### src/source/digest_pkg.sv
// Digest lane seeds, rotate amount and the lane fold function
`default_nettype none

package digest_pkg;

  // Largest number of digest lanes the seed table supports
  parameter int DigestMaxLanes = 8;

  // Left rotate applied to a lane before each fold
  parameter int DigestRot = 5;

  // Start value of each lane, also added back in on every fold of that lane
  parameter logic [31:0] DigestSeed [DigestMaxLanes] = '{
    32'h6a09e667,
    32'hbb67ae85,
    32'h3c6ef372,
    32'ha54ff53a,
    32'h510e527f,
    32'h9b05688c,
    32'h1f83d9ab,
    32'h5be0cd19
  };

  // New lane value after folding in one data word
  // Rotate left by DigestRot, then xor the word, then add the seed of that lane
  function automatic logic [31:0] digest_fold(logic [31:0] lane, logic [31:0] word,
                                              logic [2:0] idx);
    logic [31:0] rot;
    rot = (lane << DigestRot) | (lane >> (32 - DigestRot));
    return (rot ^ word) + DigestSeed[idx];
  endfunction

endpackage

`default_nettype wire

### src/source/rom_check_pkg.sv
// ROM word type and main checker FSM state encoding
`default_nettype none

package rom_check_pkg;

  // Width of one word as read from the outside ROM
  parameter int RomWordWidth = 32;

  // A single ROM word, as carried from the ROM through the FIFO into the engine
  typedef logic [RomWordWidth-1:0] rom_word_t;

  // Main FSM states
  // The encodings sit at least two bit flips apart from each other, so a single upset
  // lands on a value that is not listed and sends the FSM to Invalid
  //
  //   Reading   counter still issuing requests or pushing words
  //   Draining  all words are in the FIFO, engine still folding
  //   Checking  compare walks the digest lanes
  //   Done      terminal, result held
  //   Invalid   terminal, alert raised
  typedef enum logic [5:0] {
    Reading  = 6'b101001,
    Draining = 6'b010110,
    Checking = 6'b111100,
    Done     = 6'b000111,
    Invalid  = 6'b100010
  } fsm_state_e;

endpackage

`default_nettype wire
### src/source/rom_check_top.sv
// Top level of the ROM integrity checker with counter, FIFO, engine, compare and FSM
`timescale 1ns/10ps
`default_nettype none

module rom_check_top
  import rom_check_pkg::*;
#(
  parameter int RomDepth    = 64,
  parameter int DigestWords = 4,
  parameter int FifoDepth   = 4
) (
  input  logic                        clk_i,
  input  logic                        rst_ni,
  output logic                        rom_req_o,
  output logic [$clog2(RomDepth)-1:0] rom_addr_o,
  input  rom_word_t                   rom_data_i,
  output logic                        done_o,
  output logic                        good_o,
  output logic [DigestWords*32-1:0]   digest_o,
  output logic                        alert_o
);

  logic                      push, push_top, ctr_done, credit;
  logic                      fifo_valid, fifo_top, eng_ready;
  rom_word_t                 fifo_data;
  logic [DigestWords*32-1:0] exp_digest;
  logic                      eng_done, start_cmp, cmp_done, cmp_alert;

  // Producer, walks the ROM while FIFO credits last
  rom_addr_counter #(
    .RomDepth    (RomDepth),
    .DigestWords (DigestWords),
    .FifoDepth   (FifoDepth)
  ) u_counter (
    .clk_i      (clk_i),
    .rst_ni     (rst_ni),
    .credit_i   (credit),
    .rom_req_o  (rom_req_o),
    .rom_addr_o (rom_addr_o),
    .push_o     (push),
    .top_o      (push_top),
    .done_o     (ctr_done)
  );

  // ROM data lands here together with the delayed push from the counter
  rom_word_fifo #(
    .FifoDepth (FifoDepth)
  ) u_fifo (
    .clk_i    (clk_i),
    .rst_ni   (rst_ni),
    .push_i   (push),
    .top_i    (push_top),
    .data_i   (rom_data_i),
    .valid_o  (fifo_valid),
    .top_o    (fifo_top),
    .data_o   (fifo_data),
    .ready_i  (eng_ready),
    .credit_o (credit)
  );

  digest_engine #(
    .RomDepth    (RomDepth),
    .DigestWords (DigestWords)
  ) u_engine (
    .clk_i        (clk_i),
    .rst_ni       (rst_ni),
    .valid_i      (fifo_valid),
    .top_i        (fifo_top),
    .data_i       (fifo_data),
    .ready_o      (eng_ready),
    .digest_o     (digest_o),
    .exp_digest_o (exp_digest),
    .eng_done_o   (eng_done)
  );

  digest_compare #(
    .DigestWords (DigestWords)
  ) u_compare (
    .clk_i        (clk_i),
    .rst_ni       (rst_ni),
    .start_i      (start_cmp),
    .digest_i     (digest_o),
    .exp_digest_i (exp_digest),
    .done_o       (cmp_done),
    .good_o       (good_o),
    .alert_o      (cmp_alert)
  );

  rom_check_fsm u_fsm (
    .clk_i       (clk_i),
    .rst_ni      (rst_ni),
    .ctr_done_i  (ctr_done),
    .eng_done_i  (eng_done),
    .cmp_done_i  (cmp_done),
    .cmp_alert_i (cmp_alert),
    .start_cmp_o (start_cmp),
    .done_o      (done_o),
    .alert_o     (alert_o)
  );

endmodule

`default_nettype wire

### src/source/rom_check_fsm.sv
// Main checker FSM with done-event consistency checks, compare start and alert
`timescale 1ns/10ps
`default_nettype none

module rom_check_fsm
  import rom_check_pkg::*;
(
  input  logic clk_i,
  input  logic rst_ni,
  input  logic ctr_done_i,
  input  logic eng_done_i,
  input  logic cmp_done_i,
  input  logic cmp_alert_i,
  output logic start_cmp_o,
  output logic done_o,
  output logic alert_o
);

  fsm_state_e state_q, state_d;
  logic       fsm_alert;
  logic       ctr_dropped;
  logic       start_q;

  // The counter done is sticky, so seeing it low once we are Done means the
  // address counter has been disturbed after the check
  assign ctr_dropped = (state_q == Done) && !ctr_done_i;

  // Linear progression from Reading through Draining and Checking to Done
  always_comb begin
    state_d   = state_q;
    fsm_alert = 1'b0;

    unique case (state_q)
      Reading: begin
        if (ctr_done_i) begin
          state_d = Draining;
        end
      end
      Draining: begin
        if (eng_done_i) begin
          state_d = Checking;
        end
      end
      Checking: begin
        if (cmp_done_i) begin
          state_d = Done;
        end
      end
      Done: begin
        // Terminal state where the result stays put
      end
      default: begin
        // Covers Invalid and any encoding outside the list
        fsm_alert = 1'b1;
        state_d   = Invalid;
      end
    endcase

    // Done events only make sense in the state that waits for them
    if ((eng_done_i && (state_q != Draining)) ||
        (cmp_done_i && (state_q != Checking))) begin
      state_d = Invalid;
    end

    // A compare alert or a dropped counter done also locks the FSM in Invalid
    if (cmp_alert_i || ctr_dropped) begin
      state_d = Invalid;
    end
  end

  always_ff @(posedge clk_i or negedge rst_ni) begin
    if (!rst_ni) begin
      state_q <= Reading;
      start_q <= 1'b0;
    end else begin
      state_q <= state_d;
      // One pulse on the move into Checking
      start_q <= (state_q != Checking) && (state_d == Checking);
    end
  end

  assign start_cmp_o = start_q;
  assign done_o      = (state_q == Done);
  assign alert_o     = fsm_alert | cmp_alert_i | ctr_dropped;

endmodule

`default_nettype wire

### src/source/digest_compare.sv
// Word-serial compare of the computed and expected digest, with done, result and alert
`timescale 1ns/10ps
`default_nettype none

module digest_compare
  import rom_check_pkg::*;
#(
  parameter int DigestWords = 4
) (
  input  logic                      clk_i,
  input  logic                      rst_ni,
  input  logic                      start_i,
  input  logic [DigestWords*32-1:0] digest_i,
  input  logic [DigestWords*32-1:0] exp_digest_i,
  output logic                      done_o,
  output logic                      good_o,
  output logic                      alert_o
);

  localparam int SW = (DigestWords > 1) ? $clog2(DigestWords) : 1;
  // One spare bit so an index past the lane range can be seen
  localparam int IW = SW + 1;
  localparam logic [IW-1:0] NumLanes = IW'(DigestWords);
  localparam logic [IW-1:0] LastIdx  = IW'(DigestWords - 1);

  logic [IW-1:0] idx_q;
  logic [SW-1:0] lane_sel;
  logic          busy_q, acc_q, done_q, good_q;
  rom_word_t     cur_dig, cur_exp;
  logic          lane_eq;

  assign lane_sel = idx_q[SW-1:0];
  assign cur_dig  = digest_i[lane_sel*32 +: 32];
  assign cur_exp  = exp_digest_i[lane_sel*32 +: 32];
  assign lane_eq  = (cur_dig == cur_exp);

  always_ff @(posedge clk_i or negedge rst_ni) begin
    if (!rst_ni) begin
      idx_q  <= '0;
      busy_q <= 1'b0;
      acc_q  <= 1'b0;
      done_q <= 1'b0;
      good_q <= 1'b0;
    end else begin
      done_q <= 1'b0;
      if (start_i && !busy_q) begin
        busy_q <= 1'b1;
        idx_q  <= '0;
        acc_q  <= 1'b1;
      end else if (busy_q) begin
        // Any unequal lane clears the running result
        acc_q <= acc_q && lane_eq;
        idx_q <= idx_q + 1'b1;
        if (idx_q == LastIdx) begin
          busy_q <= 1'b0;
          done_q <= 1'b1;
          // Result is held from here until reset
          good_q <= acc_q && lane_eq;
        end
      end
    end
  end

  assign done_o = done_q;
  assign good_o = good_q;

  // A second start while busy, or a runaway index, means the control flow was upset
  assign alert_o = (busy_q && (idx_q >= NumLanes)) || (start_i && busy_q);

endmodule

`default_nettype wire

### src/source/digest_engine.sv
// Digest engine folding low ROM words into lanes and capturing the expected digest words
`timescale 1ns/10ps
`default_nettype none

module digest_engine
  import rom_check_pkg::*;
  import digest_pkg::*;
#(
  parameter int RomDepth    = 64,
  parameter int DigestWords = 4
) (
  input  logic                      clk_i,
  input  logic                      rst_ni,
  input  logic                      valid_i,
  input  logic                      top_i,
  input  rom_word_t                 data_i,
  output logic                      ready_o,
  output logic [DigestWords*32-1:0] digest_o,
  output logic [DigestWords*32-1:0] exp_digest_o,
  output logic                      eng_done_o
);

  localparam int LW = (DigestWords > 1) ? $clog2(DigestWords) : 1;
  localparam int NW = $clog2(RomDepth + 1);
  localparam logic [LW-1:0] LastLane = LW'(DigestWords - 1);
  localparam logic [NW-1:0] LastWord = NW'(RomDepth - 1);

  logic [31:0]   lane_q [DigestWords];
  logic [31:0]   exp_q [DigestWords];
  rom_word_t     word_q;
  logic          top_q, busy_q, all_taken_q;
  logic [LW-1:0] lane_idx_q, top_idx_q;
  logic [NW-1:0] taken_q;
  logic [2:0]    seed_idx;
  logic          take;

  // Accept a new word only while the fold unit is idle
  assign ready_o = !busy_q && !all_taken_q;
  assign take    = valid_i && ready_o;
  assign seed_idx = 3'(lane_idx_q);

  // Cycle one latches the word, cycle two folds or captures it
  always_ff @(posedge clk_i or negedge rst_ni) begin
    if (!rst_ni) begin
      busy_q      <= 1'b0;
      top_q       <= 1'b0;
      all_taken_q <= 1'b0;
      lane_idx_q  <= '0;
      top_idx_q   <= '0;
      taken_q     <= '0;
      for (int i = 0; i < DigestWords; i++) begin
        lane_q[i] <= DigestSeed[i];
      end
    end else if (take) begin
      busy_q  <= 1'b1;
      top_q   <= top_i;
      taken_q <= taken_q + 1'b1;
      if (taken_q == LastWord) begin
        all_taken_q <= 1'b1;
      end
    end else if (busy_q) begin
      busy_q <= 1'b0;
      if (top_q) begin
        top_idx_q <= top_idx_q + 1'b1;
      end else begin
        // Low words go round the lanes in order
        lane_q[lane_idx_q] <= digest_fold(lane_q[lane_idx_q], word_q, seed_idx);
        lane_idx_q <= (lane_idx_q == LastLane) ? '0 : lane_idx_q + 1'b1;
      end
    end
  end

  // Word latch on take, and top words stored into their expected lane
  always_ff @(posedge clk_i) begin
    if (take) begin
      word_q <= data_i;
    end
    if (busy_q && top_q) begin
      exp_q[top_idx_q] <= word_q;
    end
  end

  // Lane 0 sits in the bottom 32 bits of both flat vectors
  for (genvar g = 0; g < DigestWords; g++) begin : g_flat
    assign digest_o[g*32 +: 32]     = lane_q[g];
    assign exp_digest_o[g*32 +: 32] = exp_q[g];
  end

  // High during the fold cycle of the final word
  assign eng_done_o = busy_q && all_taken_q;

endmodule

`default_nettype wire

### src/source/rom_word_fifo.sv
// Circular word buffer between ROM read data and the digest engine, with credit return
`timescale 1ns/10ps
`default_nettype none

module rom_word_fifo
  import rom_check_pkg::*;
#(
  parameter int FifoDepth = 4
) (
  input  logic      clk_i,
  input  logic      rst_ni,
  input  logic      push_i,
  input  logic      top_i,
  input  rom_word_t data_i,
  output logic      valid_o,
  output logic      top_o,
  output rom_word_t data_o,
  input  logic      ready_i,
  output logic      credit_o
);

  localparam int PW = (FifoDepth > 1) ? $clog2(FifoDepth) : 1;
  localparam int CW = $clog2(FifoDepth + 1);
  localparam logic [PW-1:0] LastPtr = PW'(FifoDepth - 1);

  rom_word_t     mem_q [FifoDepth];
  logic          top_mem_q [FifoDepth];
  logic [PW-1:0] wr_ptr_q, rd_ptr_q;
  logic [CW-1:0] count_q;
  logic          pop;

  assign valid_o = (count_q != '0);
  assign pop     = valid_o && ready_i;

  // Head of the buffer is shown directly, so a push is visible the cycle after
  assign data_o  = mem_q[rd_ptr_q];
  assign top_o   = top_mem_q[rd_ptr_q];

  // Each pop frees one slot and hands it back to the counter at once
  assign credit_o = pop;

  // Word and top flag storage, written at the tail on every push
  always_ff @(posedge clk_i) begin
    if (push_i) begin
      mem_q[wr_ptr_q]     <= data_i;
      top_mem_q[wr_ptr_q] <= top_i;
    end
  end

  always_ff @(posedge clk_i or negedge rst_ni) begin
    if (!rst_ni) begin
      wr_ptr_q <= '0;
      rd_ptr_q <= '0;
      count_q  <= '0;
    end else begin
      if (push_i) begin
        wr_ptr_q <= (wr_ptr_q == LastPtr) ? '0 : wr_ptr_q + 1'b1;
      end
      if (pop) begin
        rd_ptr_q <= (rd_ptr_q == LastPtr) ? '0 : rd_ptr_q + 1'b1;
      end
      // Credits keep pushes from ever landing on a full buffer
      case ({push_i, pop})
        2'b10:   count_q <= count_q + 1'b1;
        2'b01:   count_q <= count_q - 1'b1;
        default: count_q <= count_q;
      endcase
    end
  end

endmodule

`default_nettype wire

### src/source/rom_addr_counter.sv
// ROM read address generator with credit-based flow control toward the word FIFO
`timescale 1ns/10ps
`default_nettype none

module rom_addr_counter #(
  parameter int RomDepth    = 64,
  parameter int DigestWords = 4,
  parameter int FifoDepth   = 4
) (
  input  logic                        clk_i,
  input  logic                        rst_ni,
  input  logic                        credit_i,
  output logic                        rom_req_o,
  output logic [$clog2(RomDepth)-1:0] rom_addr_o,
  output logic                        push_o,
  output logic                        top_o,
  output logic                        done_o
);

  localparam int AW = $clog2(RomDepth);
  localparam int CW = $clog2(FifoDepth + 1);
  localparam logic [AW-1:0] LastAddr = AW'(RomDepth - 1);
  localparam logic [AW-1:0] TopStart = AW'(RomDepth - DigestWords);
  localparam logic [CW-1:0] InitCredits = CW'(FifoDepth);

  logic [AW-1:0] addr_q;
  logic [CW-1:0] credit_q, credit_d;
  logic          run_q;
  logic          issued_q;
  logic          push_q, top_q, last_q, done_q;

  // A request needs a free FIFO slot, and the walk stops after the last address
  // Requests begin one cycle after reset is released
  assign rom_req_o  = run_q && (credit_q != '0) && !issued_q;
  assign rom_addr_o = addr_q;

  // One credit goes out with each request and one comes back with each FIFO pop
  always_comb begin
    credit_d = credit_q;
    if (credit_i) begin
      credit_d = credit_d + 1'b1;
    end
    if (rom_req_o) begin
      credit_d = credit_d - 1'b1;
    end
  end

  always_ff @(posedge clk_i or negedge rst_ni) begin
    if (!rst_ni) begin
      addr_q   <= '0;
      credit_q <= InitCredits;
      run_q    <= 1'b0;
      issued_q <= 1'b0;
      push_q   <= 1'b0;
      top_q    <= 1'b0;
      last_q   <= 1'b0;
      done_q   <= 1'b0;
    end else begin
      run_q    <= 1'b1;
      credit_q <= credit_d;
      // The ROM answers one cycle later, so the push and its tag trail the request
      push_q   <= rom_req_o;
      top_q    <= rom_req_o && (addr_q >= TopStart);
      last_q   <= rom_req_o && (addr_q == LastAddr);
      if (rom_req_o) begin
        if (addr_q == LastAddr) begin
          issued_q <= 1'b1;
        end else begin
          addr_q <= addr_q + 1'b1;
        end
      end
      // Sticky once the last word has been pushed
      if (last_q) begin
        done_q <= 1'b1;
      end
    end
  end

  assign push_o = push_q;
  assign top_o  = top_q;
  assign done_o = done_q;

endmodule

`default_nettype wire

### config.mk
export PLATFORM = sky130hd
export DESIGN_NAME = rom_check_top
export DESIGN_NICKNAME = d
export VERILOG_FILES = /design/src/source/digest_pkg.sv /design/src/source/rom_check_pkg.sv /design/src/source/rom_check_top.sv /design/src/source/rom_check_fsm.sv /design/src/source/digest_compare.sv /design/src/source/digest_engine.sv /design/src/source/rom_word_fifo.sv /design/src/source/rom_addr_counter.sv
export SDC_FILE = /design/constraint.sdc
export NUM_CORES = 1
export LEC_CHECK = 0
export ABC_CLOCK_PERIOD_IN_PS = 10050
export BUFFER_PORTS_ARGS = -buffer_cell sky130_fd_sc_hd__buf_2
export CAP_MARGIN = 10
export CORE_AREA = 5 5 383 197
export DETAILED_ROUTE_END_ITERATION = 10
export DIE_AREA = 0 0 388 202
export PLACE_DENSITY = 0.56
export SLEW_MARGIN = 30
export SYNTH_ARGS = -nofsm -noshare
export SYNTH_HDL_FRONTEND = slang
export SYNTH_SLANG_ARGS = --single-unit
### constraint.sdc
create_clock -name clk_i -period 10.05 [get_ports clk_i]
set_input_delay 0 -clock clk_i [delete_from_list [all_inputs] [get_ports clk_i]]
set_output_delay 0 -clock clk_i [all_outputs]
set_load 0.02 [all_outputs]
==> results of run 1 <==
[power groups by stage]
stage,registers (µW),logic [µW],clock network [µW]
finish,2050,39.3,1760
CTS,2050,41.1,1810
detailed placement,2080,27.4,0
global route,2040,44.7,1900
floorplan,2080,0.107,0
global placement,2080,25.8,0
[stage by stage]
stage,setup slack (ns),total power (µW),util
floorplan,5.67,2080,-
global placement,5.22,2110,0.324
detailed placement,5.09,2110,0.324
CTS,5.08,3890,0.350
global route,4.81,3990,0.350
finish,5.00,3850,0.350
[sequential cells by signal (all words and copies together) (netlist names), 2 cells and up]
register / flops
u_engine.exp_q: 128
u_fifo.top_mem_q: 4
u_fsm.state_q: 6
u_fifo.wr_ptr_q: 2
u_engine.lane_idx_q: 2
u_counter.credit_q: 3
u_compare.idx_q: 3
u_engine.top_idx_q: 2
u_engine.digest_o: 128
u_fifo.mem_q: 128
u_fifo.rd_ptr_q: 2
u_counter.rom_addr_o: 6
u_engine.word_q: 32
u_fifo.count_q: 3
u_engine.taken_q: 7
[cells in the final DEF (no fill, tap or decap), types with 6 or more instances in the layout]
cell,count
sky130_fd_sc_hd__ha_1,48
sky130_fd_sc_hd__dfstp_2,77
sky130_fd_sc_hd__nor3_1,14
sky130_fd_sc_hd__clkbuf_1,12
sky130_fd_sc_hd__and3_1,10
sky130_fd_sc_hd__a21o_1,13
sky130_fd_sc_hd__mux2_2,7
sky130_fd_sc_hd__nor2_1,24
sky130_fd_sc_hd__nand2b_1,8
sky130_fd_sc_hd__a211oi_1,6
sky130_fd_sc_hd__nand2_1,169
sky130_fd_sc_hd__mux2i_1,11
sky130_fd_sc_hd__edfxtp_1,292
sky130_fd_sc_hd__o31ai_1,8
sky130_fd_sc_hd__a21oi_1,37
sky130_fd_sc_hd__clkinv_1,6
sky130_fd_sc_hd__or2_2,7
sky130_fd_sc_hd__nand3_1,25
sky130_fd_sc_hd__buf_4,20
sky130_fd_sc_hd__clkbuf_16,47
sky130_fd_sc_hd__o21ai_1,9
sky130_fd_sc_hd__xor2_1,66
sky130_fd_sc_hd__nand4_1,19
sky130_fd_sc_hd__buf_2,170
sky130_fd_sc_hd__and2_1,14
sky130_fd_sc_hd__o21ai_0,120
sky130_fd_sc_hd__mux4_2,107
sky130_fd_sc_hd__nor2b_1,12
sky130_fd_sc_hd__inv_1,34
sky130_fd_sc_hd__xnor2_1,75
sky130_fd_sc_hd__dfrtp_1,96
sky130_fd_sc_hd__nor4_1,8
sky130_fd_sc_hd__dlygate4sd3_1,34
sky130_fd_sc_hd__o21bai_1,6
[kinds of logic (layout without fill, tap and decap cells)]
kind of cell               count (synthesis)  in the layout
muxes                                    126            126
and+or+nand+nor                          333            333
xor gates and xnor gates                 143            143
AOI/OAI and AO/OA                        242            242
DFF                                      470            470
other                                      1              2
buffers and inverters                    101            347
adders and majority gates                 50             50
[worst max-delay path, cell delays in order, from the launching register on]
cell and delay [ns]:
sky130_fd_sc_hd__dfrtp_2 0.54, sky130_fd_sc_hd__buf_4 0.61, sky130_fd_sc_hd__mux4_2 0.61, sky130_fd_sc_hd__xor2_1 0.15
sky130_fd_sc_hd__ha_1 0.22, sky130_fd_sc_hd__fa_1 0.25, sky130_fd_sc_hd__a211oi_1 0.09, sky130_fd_sc_hd__o21ai_0 0.51
sky130_fd_sc_hd__nand3_1 0.23, sky130_fd_sc_hd__a41o_1 0.34, sky130_fd_sc_hd__a21oi_1 0.35, sky130_fd_sc_hd__o21ai_1 0.15
sky130_fd_sc_hd__xor2_1 0.61, sky130_fd_sc_hd__o21ai_0 0.20
[layout make-up]
type                       count  area [µm²]
tap                          972        1220
fill                        6851       46700
clock inverter                21         239
multi-input combinational    895        7590
timing repair buffer         228        1400
sequential                   470       13300
antenna                        1        2.50
inverter                      34         128
clock buffer                  64        1290
[repair_timing]
item | in CTS | in global routing
setup buffers | 0 | 0
hold buffers | 35 | 0
endpoints found under the hold margin | 169 | 0
[synth_stat cells (3+ instances only)]
master and number:
sky130_fd_sc_hd__mux2i_1 11, sky130_fd_sc_hd__dfrtp_1 101, sky130_fd_sc_hd__a22oi_1 4, sky130_fd_sc_hd__edfxtp_1 292, sky130_fd_sc_hd__nor3_1 15, sky130_fd_sc_hd__nor2b_1 12
sky130_fd_sc_hd__nand3_1 25, sky130_fd_sc_hd__and3_1 10, sky130_fd_sc_hd__a31o_2 4, sky130_fd_sc_hd__a21o_1 13, sky130_fd_sc_hd__a31oi_1 5, sky130_fd_sc_hd__xnor2_1 76
sky130_fd_sc_hd__or2_2 7, sky130_fd_sc_hd__nand4_1 19, sky130_fd_sc_hd__buf_1 4, sky130_fd_sc_hd__or4_1 4, sky130_fd_sc_hd__xor2_1 66, sky130_fd_sc_hd__a21boi_0 4
sky130_fd_sc_hd__nand2b_1 8, sky130_fd_sc_hd__clkbuf_1 50, sky130_fd_sc_hd__nand2_1 173, sky130_fd_sc_hd__nand4b_1 4, sky130_fd_sc_hd__o21ai_0 120, sky130_fd_sc_hd__mux4_2 107
sky130_fd_sc_hd__inv_1 34, sky130_fd_sc_hd__nor4_1 9, sky130_fd_sc_hd__a21oi_1 37, sky130_fd_sc_hd__mux2_2 7, sky130_fd_sc_hd__o21ai_1 9, sky130_fd_sc_hd__buf_2 11
sky130_fd_sc_hd__o31ai_1 8, sky130_fd_sc_hd__nor2_1 24, sky130_fd_sc_hd__ha_1 48, sky130_fd_sc_hd__o21bai_1 6, sky130_fd_sc_hd__dfstp_2 77, sky130_fd_sc_hd__or3_1 3
sky130_fd_sc_hd__a211oi_1 6, sky130_fd_sc_hd__and2_1 14
[worst paths after layout]
| check | from | to | slack, ns | cells after the start |
|---|---|---|---|---|
| max in group asynchronous | rst_ni | u_engine.digest_o[123] | 8.79 | 4 |
| worst min-delay path | rom_data_i[22] | u_fifo.mem_q[3][22] | 0.20 | 2 |
| worst min register to register | u_counter.last_q | u_counter.done_o | 0.47 | 1 |
| min in group asynchronous | rst_ni | u_counter.credit_q[2] | 0.56 | 3 |
| worst max-delay path | u_engine.lane_idx_q[0] | u_engine.digest_o[94] | 5.00 | 13 |
| worst max register to register | u_engine.lane_idx_q[0] | u_engine.digest_o[94] | 5.00 | 13 |
[routing by layer]
metal / share of wire / wire, µm / vias to the layer above / track usage
li1: - / - / 5936 / -
met1: 0.47 / 29500 / 6911 / 0.236
met2: 0.44 / 27500 / 463 / 0.237
met3: 0.086 / 5430 / 59 / 0.0437
met4: 0.011 / 711 / 0 / 0.0201
met5: 0 / 0 / - / 0
==> impl_results.html, run 1 <==
<table>
<tr><th>Metric</th><th>Value</th></tr>
<tr><th colspan="2">Worst setup path</th></tr>
<tr><td>CP endpoint kind</td><td>flop</td></tr>
<tr><td>Classification of the worst setup path</td><td>flop to flop</td></tr>
<tr><td>Critical path launch point type</td><td>flop</td></tr>
<tr><td>Worst endpoint data arrival time</td><td>5.47 ns</td></tr>
<tr><td>WP data required</td><td>10.47 ns</td></tr>
<tr><td>Crit-path max FO</td><td>34</td></tr>
<tr><th colspan="2">Timing</th></tr>
<tr><td>Headroom to the max-slew limit</td><td>0.394</td></tr>
<tr><td>Worst-Margin Slew</td><td>0.902 ns</td></tr>
<tr><td>Post-route clock skew</td><td>0.0194 ns</td></tr>
<tr><td>Post-layout minimum cycle time</td><td>5.05 ns</td></tr>
<tr><td>Final hold slack</td><td>0.202 ns</td></tr>
<tr><td>Post-route clock period utilization</td><td>0.502</td></tr>
<tr><td>Setup repair after global routing missed its margin</td><td>no</td></tr>
<tr><td>Final setup fails</td><td>0</td></tr>
<tr><td>Post-route setup TNS</td><td>0 ns</td></tr>
<tr><td>Final Hold Vio Count</td><td>0</td></tr>
<tr><td>Maximum achievable frequency</td><td>198 MHz</td></tr>
<tr><td>Max-slew violations</td><td>0</td></tr>
<tr><th colspan="2">Synthesis</th></tr>
<tr><td>Simple-gate area share of the yosys netlist</td><td>0.0743</td></tr>
<tr><td>FF+latch count, synth</td><td>470</td></tr>
<tr><td>Mux cell area share after synthesis</td><td>0.123</td></tr>
<tr><td>Total nets after synthesis</td><td>1550</td></tr>
<tr><td>Leading post-synthesis cells by cell area</td><td>sky130_fd_sc_hd__edfxtp_1, sky130_fd_sc_hd__dfrtp_1, sky130_fd_sc_hd__mux4_2</td></tr>
<tr><td>Prevailing post-synth register cell</td><td>sky130_fd_sc_hd__edfxtp_1</td></tr>
<tr><td>Largest family of logic cells by synthesized area</td><td>multiplexers</td></tr>
<tr><td>Synth Area in Adders</td><td>0.0301</td></tr>
<tr><td>Synthesized-area fraction occupied by ao, oa, aoi and oai cells</td><td>0.0680</td></tr>
<tr><td>Syn Inst Count</td><td>1466</td></tr>
<tr><td>Cell type contributing the most total cell area after synthesis</td><td>sky130_fd_sc_hd__edfxtp_1</td></tr>
<tr><td>Async set or reset register ratio after synthesis</td><td>0.379</td></tr>
<tr><td>EDFF count, synth</td><td>292</td></tr>
<tr><td>Post-synthesis instance area</td><td>21300 µm²</td></tr>
<tr><td>Yosys cell types</td><td>68</td></tr>
<tr><td>Fraction of synthesized cell area in xor and xnor cells</td><td>0.0597</td></tr>
<tr><td>Share of the synthesized area in the top cell type</td><td>0.412</td></tr>
<tr><td>Syn. warnings</td><td>0</td></tr>
<tr><td>Sequential element share of the synthesized area</td><td>0.626</td></tr>
<tr><td>Post-Synthesis Mean Instance Area</td><td>14.5 µm²</td></tr>
<tr><th colspan="2">Clocking</th></tr>
<tr><td>Clock latency on the worst-skew pair</td><td>0.58 ns</td></tr>
<tr><td>Clock Pin Slew Worst Setup and Hold Paths</td><td>0.07 ns</td></tr>
<tr><td>Cells resized by post-CTS repair</td><td>0</td></tr>
<tr><td>Root Driver</td><td>sky130_fd_sc_hd__clkbuf_16</td></tr>
<tr><td>Maximum root-to-sink buffer count</td><td>3</td></tr>
<tr><td>Sink Count</td><td>470</td></tr>
<tr><td>TritonCTS clock tree</td><td>done</td></tr>
<tr><td>Max H-tree Level</td><td>2</td></tr>
<tr><td>CTS Buf Count</td><td>46</td></tr>
<tr><th colspan="2">Finish</th></tr>
<tr><td>Fraction of final layout cells with drive strength greater than 1</td><td>0.282</td></tr>
<tr><td>Nets</td><td>1759</td></tr>
<tr><td>Non-Filler Instances</td><td>2685</td></tr>
<tr><td>Synthesis-to-layout area growth</td><td>18.3%</td></tr>
<tr><td>Final Cell Area</td><td>25200 µm²</td></tr>
<tr><th colspan="2">Floorplan</th></tr>
<tr><td>Number of rows in the core area</td><td>70</td></tr>
<tr><td>Die width</td><td>388 µm</td></tr>
<tr><td>Total core area</td><td>71900 µm²</td></tr>
<tr><td>Chip height</td><td>202 µm</td></tr>
<tr><td>Number of ports placed on the die boundary</td><td>172</td></tr>
<tr><td>Overall die area</td><td>78400 µm²</td></tr>
<tr><td>Effective utilization at floorplan</td><td>0.296</td></tr>
<tr><th colspan="2">Outcome</th></tr>
<tr><td>Run status</td><td>finished, final reports clean</td></tr>
<tr><th colspan="2">Power and ir drop</th></tr>
<tr><td>Static leakage</td><td>0.00941 µW</td></tr>
<tr><td>Max VDD drop</td><td>0.106 mV</td></tr>
<tr><td>Internal power summed over all cells</td><td>3070 µW</td></tr>
<tr><td>Proportion of power drawn by flip-flops and latches</td><td>0.531</td></tr>
<tr><td>Clock share of power</td><td>0.458</td></tr>
<tr><td>Net Sw Frac</td><td>0.203</td></tr>
<tr><td>Net load switching power</td><td>782 µW</td></tr>
<tr><td>Cell Pwr Density</td><td>153 nW/µm²</td></tr>
<tr><td>Relative contribution of combinational cells to total power</td><td>0.010</td></tr>
<tr><th colspan="2">Route</th></tr>
<tr><td>Final ANT Viol Nets</td><td>0</td></tr>
<tr><td>Vias per cell</td><td>4.98</td></tr>
<tr><td>Avg WL per Cell</td><td>23.5 µm</td></tr>
<tr><td>Sum of routed wire length over all layers</td><td>63.1 mm</td></tr>
<tr><td>Number of vias after detailed routing</td><td>13400</td></tr>
<tr><td>DR iter-0 viols</td><td>1324</td></tr>
<tr><td>Final routed DRC violation total</td><td>0</td></tr>
<tr><td>Number of search-and-repair iterations in the first detailed-routing pass</td><td>5</td></tr>
<tr><th colspan="2">Global routing</th></tr>
<tr><td>Largest net degree at the start of global routing</td><td>71</td></tr>
<tr><td>Vias in the first global route</td><td>13400</td></tr>
<tr><td>Global-route total usage across every layer</td><td>0.158</td></tr>
<tr><td>First-pass GRT wire length</td><td>93.3 mm</td></tr>
<tr><td>GRT Residual Overflow</td><td>0</td></tr>
<tr><td>Initial antenna violation count</td><td>1</td></tr>
<tr><th colspan="2">Flow run</th></tr>
<tr><td>Number of violations of the max-capacitance limit</td><td>0</td></tr>
<tr><th colspan="2">Placement</th></tr>
<tr><td>Final HPWL from detailed placement</td><td>45.9 mm</td></tr>
<tr><td>Number of cells after detailed placement</td><td>2564</td></tr>
<tr><td>Routability Congestion</td><td>0.881</td></tr>
<tr><td>Standard cell area after detailed placement</td><td>23300 µm²</td></tr>
<tr><td>Port Buffer Count</td><td>171</td></tr>
<tr><th colspan="2">Min path</th></tr>
<tr><td>Kind of path behind the tightest hold check</td><td>input port to flop</td></tr>
</table>
Note: power is estimated with default switching activity, not from simulation.
==> inputs of run 2 (changes only) <==
- ABC_CLOCK_PERIOD_IN_PS: 10050 -> 5220
- clock period: 10.05 -> 5.22 ns (I/O delays scaled with it)
==> run 2 against run 1 <==
Compared with the run above: flip-flop and latch count stayed put; wire length is 1.3% lower; final cell count is 0.26% higher; register-to-register slack lost 4.4 ns; global-route usage fell by 0.18 points; utilization is essentially flat; combinational power increased by 93%; sequential share of layout area about the same; first-iteration DRC count up 1.5%; worst setup slack lost 4.4 ns; clock skew grew 0.0022 ns; power rose by 89%; critical endpoint is now u_engine.digest_o[123]; largest power group unchanged.
==> impl_results.html, run 2 (synthesis results as in run 1) <==
<table>
<tr><th>Metric</th><th>Value</th></tr>
<tr><th colspan="2">Finish</th></tr>
<tr><td>Commonest cells after routing, fill and taps aside</td><td>sky130_fd_sc_hd__edfxtp_1, sky130_fd_sc_hd__buf_2, sky130_fd_sc_hd__nand2_1, sky130_fd_sc_hd__o21ai_0, sky130_fd_sc_hd__mux4_2 (unchanged)</td></tr>
<tr><td>Synthesis-to-layout area growth</td><td>18.4% (was 18.3%)</td></tr>
<tr><td>Fill cells</td><td>6898 (was 6851)</td></tr>
<tr><td>Nets</td><td>1766 (was 1759)</td></tr>
<tr><td>Fraction of final layout cells with drive strength greater than 1</td><td>0.284 (was 0.282)</td></tr>
<tr><td>Area of the multi-input gates</td><td>7580 µm² (was 7590 µm²)</td></tr>
<tr><td>Final Cell Area</td><td>25200 µm² (about the same)</td></tr>
<tr><td>Area of all sequential standard cells</td><td>13300 µm² (unchanged)</td></tr>
<tr><td>Most common cell after layout, fill and taps aside</td><td>sky130_fd_sc_hd__edfxtp_1 (unchanged)</td></tr>
<tr><th colspan="2">Clocking</th></tr>
<tr><td>Clock latency on the worst-skew pair</td><td>0.57 ns (was 0.58 ns)</td></tr>
<tr><td>Setup Buffers After CTS</td><td>0 (unchanged)</td></tr>
<tr><td>Cells resized by post-CTS repair</td><td>0 (unchanged)</td></tr>
<tr><td>Max H-tree Level</td><td>2 (unchanged)</td></tr>
<tr><td>CTS Buf Count</td><td>45 (was 46)</td></tr>
<tr><td>Sink Count</td><td>470 (unchanged)</td></tr>
<tr><td>Maximum root-to-sink buffer count</td><td>3 (unchanged)</td></tr>
<tr><td>Root Driver</td><td>sky130_fd_sc_hd__clkbuf_16 (unchanged)</td></tr>
<tr><td>TritonCTS clock tree</td><td>done (unchanged)</td></tr>
<tr><td>Clock Pin Slew Worst Setup and Hold Paths</td><td>0.06 ns (was 0.07 ns)</td></tr>
<tr><th colspan="2">Route</th></tr>
<tr><td>Vias per cell</td><td>4.96 (was 4.98)</td></tr>
<tr><td>Sum of routed wire length over all layers</td><td>62.3 mm (was 63.1 mm)</td></tr>
<tr><td>Number of search-and-repair iterations in the first detailed-routing pass</td><td>5 (unchanged)</td></tr>
<tr><td>Number of vias after detailed routing</td><td>13300 (was 13400)</td></tr>
<tr><td>DR iter-0 viols</td><td>1344 (was 1324)</td></tr>
<tr><td>Final ANT Viol Nets</td><td>0 (unchanged)</td></tr>
<tr><td>Final routed DRC violation total</td><td>0 (unchanged)</td></tr>
<tr><td>Avg WL per Cell</td><td>23.1 µm (was 23.5 µm)</td></tr>
<tr><th colspan="2">Timing</th></tr>
<tr><td>Final Hold Vio Count</td><td>0 (unchanged)</td></tr>
<tr><td>Headroom to the max-slew limit</td><td>0.377 (was 0.394)</td></tr>
<tr><td>Max-slew violations</td><td>0 (unchanged)</td></tr>
<tr><td>Worst-Margin Slew</td><td>0.931 ns (was 0.902 ns)</td></tr>
<tr><td>Post-route clock skew</td><td>0.0216 ns (was 0.0194 ns)</td></tr>
<tr><td>Final setup fails</td><td>0 (unchanged)</td></tr>
<tr><td>Post-layout minimum cycle time</td><td>4.63 ns (was 5.05 ns)</td></tr>
<tr><td>Setup repair after global routing missed its margin</td><td>no (unchanged)</td></tr>
<tr><td>Post-route setup TNS</td><td>0 ns (unchanged)</td></tr>
<tr><td>Maximum achievable frequency</td><td>216 MHz (was 198 MHz)</td></tr>
<tr><td>Post-route clock period utilization</td><td>0.886 (was 0.502)</td></tr>
<tr><th colspan="2">Floorplan</th></tr>
<tr><td>Number of rows in the core area</td><td>70 (unchanged)</td></tr>
<tr><td>Chip height</td><td>202 µm (unchanged)</td></tr>
<tr><td>Effective utilization at floorplan</td><td>0.296 (unchanged)</td></tr>
<tr><td>Number of ports placed on the die boundary</td><td>172 (unchanged)</td></tr>
<tr><td>Die width</td><td>388 µm (unchanged)</td></tr>
<tr><td>Total core area</td><td>71900 µm² (unchanged)</td></tr>
<tr><td>Overall die area</td><td>78400 µm² (unchanged)</td></tr>
<tr><th colspan="2">Power and ir drop</th></tr>
<tr><td>Static leakage</td><td>0.00944 µW (was 0.00941 µW)</td></tr>
<tr><td>Max VDD drop</td><td>0.212 mV (was 0.106 mV)</td></tr>
<tr><td>Cell Pwr Density</td><td>288 nW/µm² (was 153 nW/µm²)</td></tr>
<tr><th colspan="2">Flow run</th></tr>
<tr><td>Number of violations of the max-capacitance limit</td><td>0 (unchanged)</td></tr>
<tr><th colspan="2">Worst setup path</th></tr>
<tr><td>Cell-by-cell trace of the critical path</td><td>buf_4 -&gt; mux4_2 -&gt; xor2_1 -&gt; ha_1 -&gt; nand2_1 -&gt; nor4_1 -&gt; o21ai_0 -&gt; a211oi_2 -&gt; o21ai_1 -&gt; a21oi_1 -&gt; nand4b_1 -&gt; nand3_1 (was buf_4 -&gt; mux4_2 -&gt; xor2_1 -&gt; ha_1 -&gt; fa_1 -&gt; a211oi_1 -&gt; o21ai_0 -&gt; nand3_1 -&gt; a41o_1 -&gt; a21oi_1 -&gt; o21ai_1 -&gt; xor2_1 -&gt; o21ai_0)</td></tr>
<tr><td>Gate family responsible for the most delay along the worst path</td><td>compound AO/OA/AOI/OAI gates (unchanged)</td></tr>
<tr><td>Number of buffer and inverter instances along the worst setup path</td><td>1 (unchanged)</td></tr>
<tr><td>Worst endpoint data arrival time</td><td>5.08 ns (was 5.47 ns)</td></tr>
<tr><td>Classification of the worst setup path</td><td>flop to flop (unchanged)</td></tr>
<tr><td>WP data required</td><td>5.67 ns (was 10.47 ns)</td></tr>
<tr><td>Cell with the largest stage delay on the worst path</td><td>sky130_fd_sc_hd__dfrtp_2 (was sky130_fd_sc_hd__buf_4)</td></tr>
<tr><td>Crit-path max FO</td><td>17 (was 34)</td></tr>
<tr><td>CP endpoint kind</td><td>flop (unchanged)</td></tr>
<tr><td>Critical path launch point type</td><td>flop (unchanged)</td></tr>
<tr><td>Largest stage delay on the critical path</td><td>0.73 ns (was 0.61 ns)</td></tr>
<tr><th colspan="2">Global routing</th></tr>
<tr><td>Initial antenna violation count</td><td>2 (was 1)</td></tr>
<tr><td>First-pass GRT wire length</td><td>92.4 mm (was 93.3 mm)</td></tr>
<tr><td>GRT Residual Overflow</td><td>0 (unchanged)</td></tr>
<tr><td>Largest net degree at the start of global routing</td><td>163 (was 71)</td></tr>
<tr><td>Vias in the first global route</td><td>13200 (was 13400)</td></tr>
<tr><td>Global-route total usage across every layer</td><td>0.157 (was 0.158)</td></tr>
<tr><th colspan="2">Placement</th></tr>
<tr><td>Port Buffer Count</td><td>171 (unchanged)</td></tr>
<tr><td>Final HPWL from detailed placement</td><td>45.1 mm (was 45.9 mm)</td></tr>
<tr><td>Routability Congestion</td><td>0.916 (was 0.881)</td></tr>
<tr><td>Standard cell area after detailed placement</td><td>23400 µm² (was 23300 µm²)</td></tr>
<tr><th colspan="2">Min path</th></tr>
<tr><td>Kind of path behind the tightest hold check</td><td>input port to flop (unchanged)</td></tr>
<tr><th colspan="2">Outcome</th></tr>
<tr><td>Run status</td><td>finished, final reports clean (unchanged)</td></tr>
</table>
[run 2: area by class of cell]
cell class / instances / area share
antenna: 1 / 0.0000993
clock buffer: 64 / 0.0516
clock inverter: 20 / 0.00616
inverter: 34 / 0.00507
multi-input combinational: 895 / 0.301
sequential: 470 / 0.529
tap: 972 / 0.0483
timing repair buffer: 236 / 0.0588
[run 2: power breakdown]
part	internal [µW]	switching [µW]	total (µW)
registers	3940	0.0541	3940
clock network	1840	1410	3240
logic	30.5	45.5	76.0
[run 2: timing repair]
action | in CTS | in global routing
hold buffers | 35 | 0
endpoints found under the setup margin | 0 | 0
hold endpoints to repair | 232 | 0
[run 2: final timing paths]
kind / start / end / slack [ns] / cells after the start
setup / recovery: u_engine.lane_idx_q[0] / u_engine.digest_o[123] / 0.59 / 12
max in group asynchronous: rst_ni / u_counter.rom_addr_o[5] / 3.63 / 4
min in group asynchronous: rst_ni / u_fsm.state_q[0] / 0.53 / 3
hold / removal: rom_data_i[12] / u_fifo.mem_q[0][12] / 0.20 / 2
setup reg to reg: u_engine.lane_idx_q[0] / u_engine.digest_o[123] / 0.59 / 12
hold reg to reg: u_counter.last_q / u_counter.done_o / 0.44 / 1
[run 2: worst register-to-register path: cells and delay by family, from the launching register on]
kind	cells	cell delay, ns
AO/OA/AOI/OAI	4	1.62
XOR/XNOR	1	0.16
adder cells (fa/ha/maj)	1	0.37
buffers and inverters	1	0.34
flip-flops	1	0.73
multiplexers	1	0.56
AND/OR/NAND/NOR	4	0.71
[run 2: stage by stage]
step            util  total power [µW]  hold slack (ns)  instances  setup WS [ns]
6_report       0.350              7260            0.201       2692          0.595
5_1_grt        0.350              7510            0.196       2692          0.328
4_1_cts        0.350              7350            0.180       2690          0.675
3_5_place_dp   0.325              4070           -0.153       2571          0.710
3_3_place_gp   0.325              4060           -0.151       2571          0.709
2_1_floorplan      -              4010           -0.296       1466          0.837
[run 2: routing by layer]
metal / GRT usage / vias to the layer above / routed length, µm
met2: 0.226 / 480 / 26400
met5: 0 / - / 13
met3: 0.0532 / 61 / 6030
met1: 0.232 / 6857 / 29000
met4: 0.0243 / 2 / 796
li1: - / 5942 / -
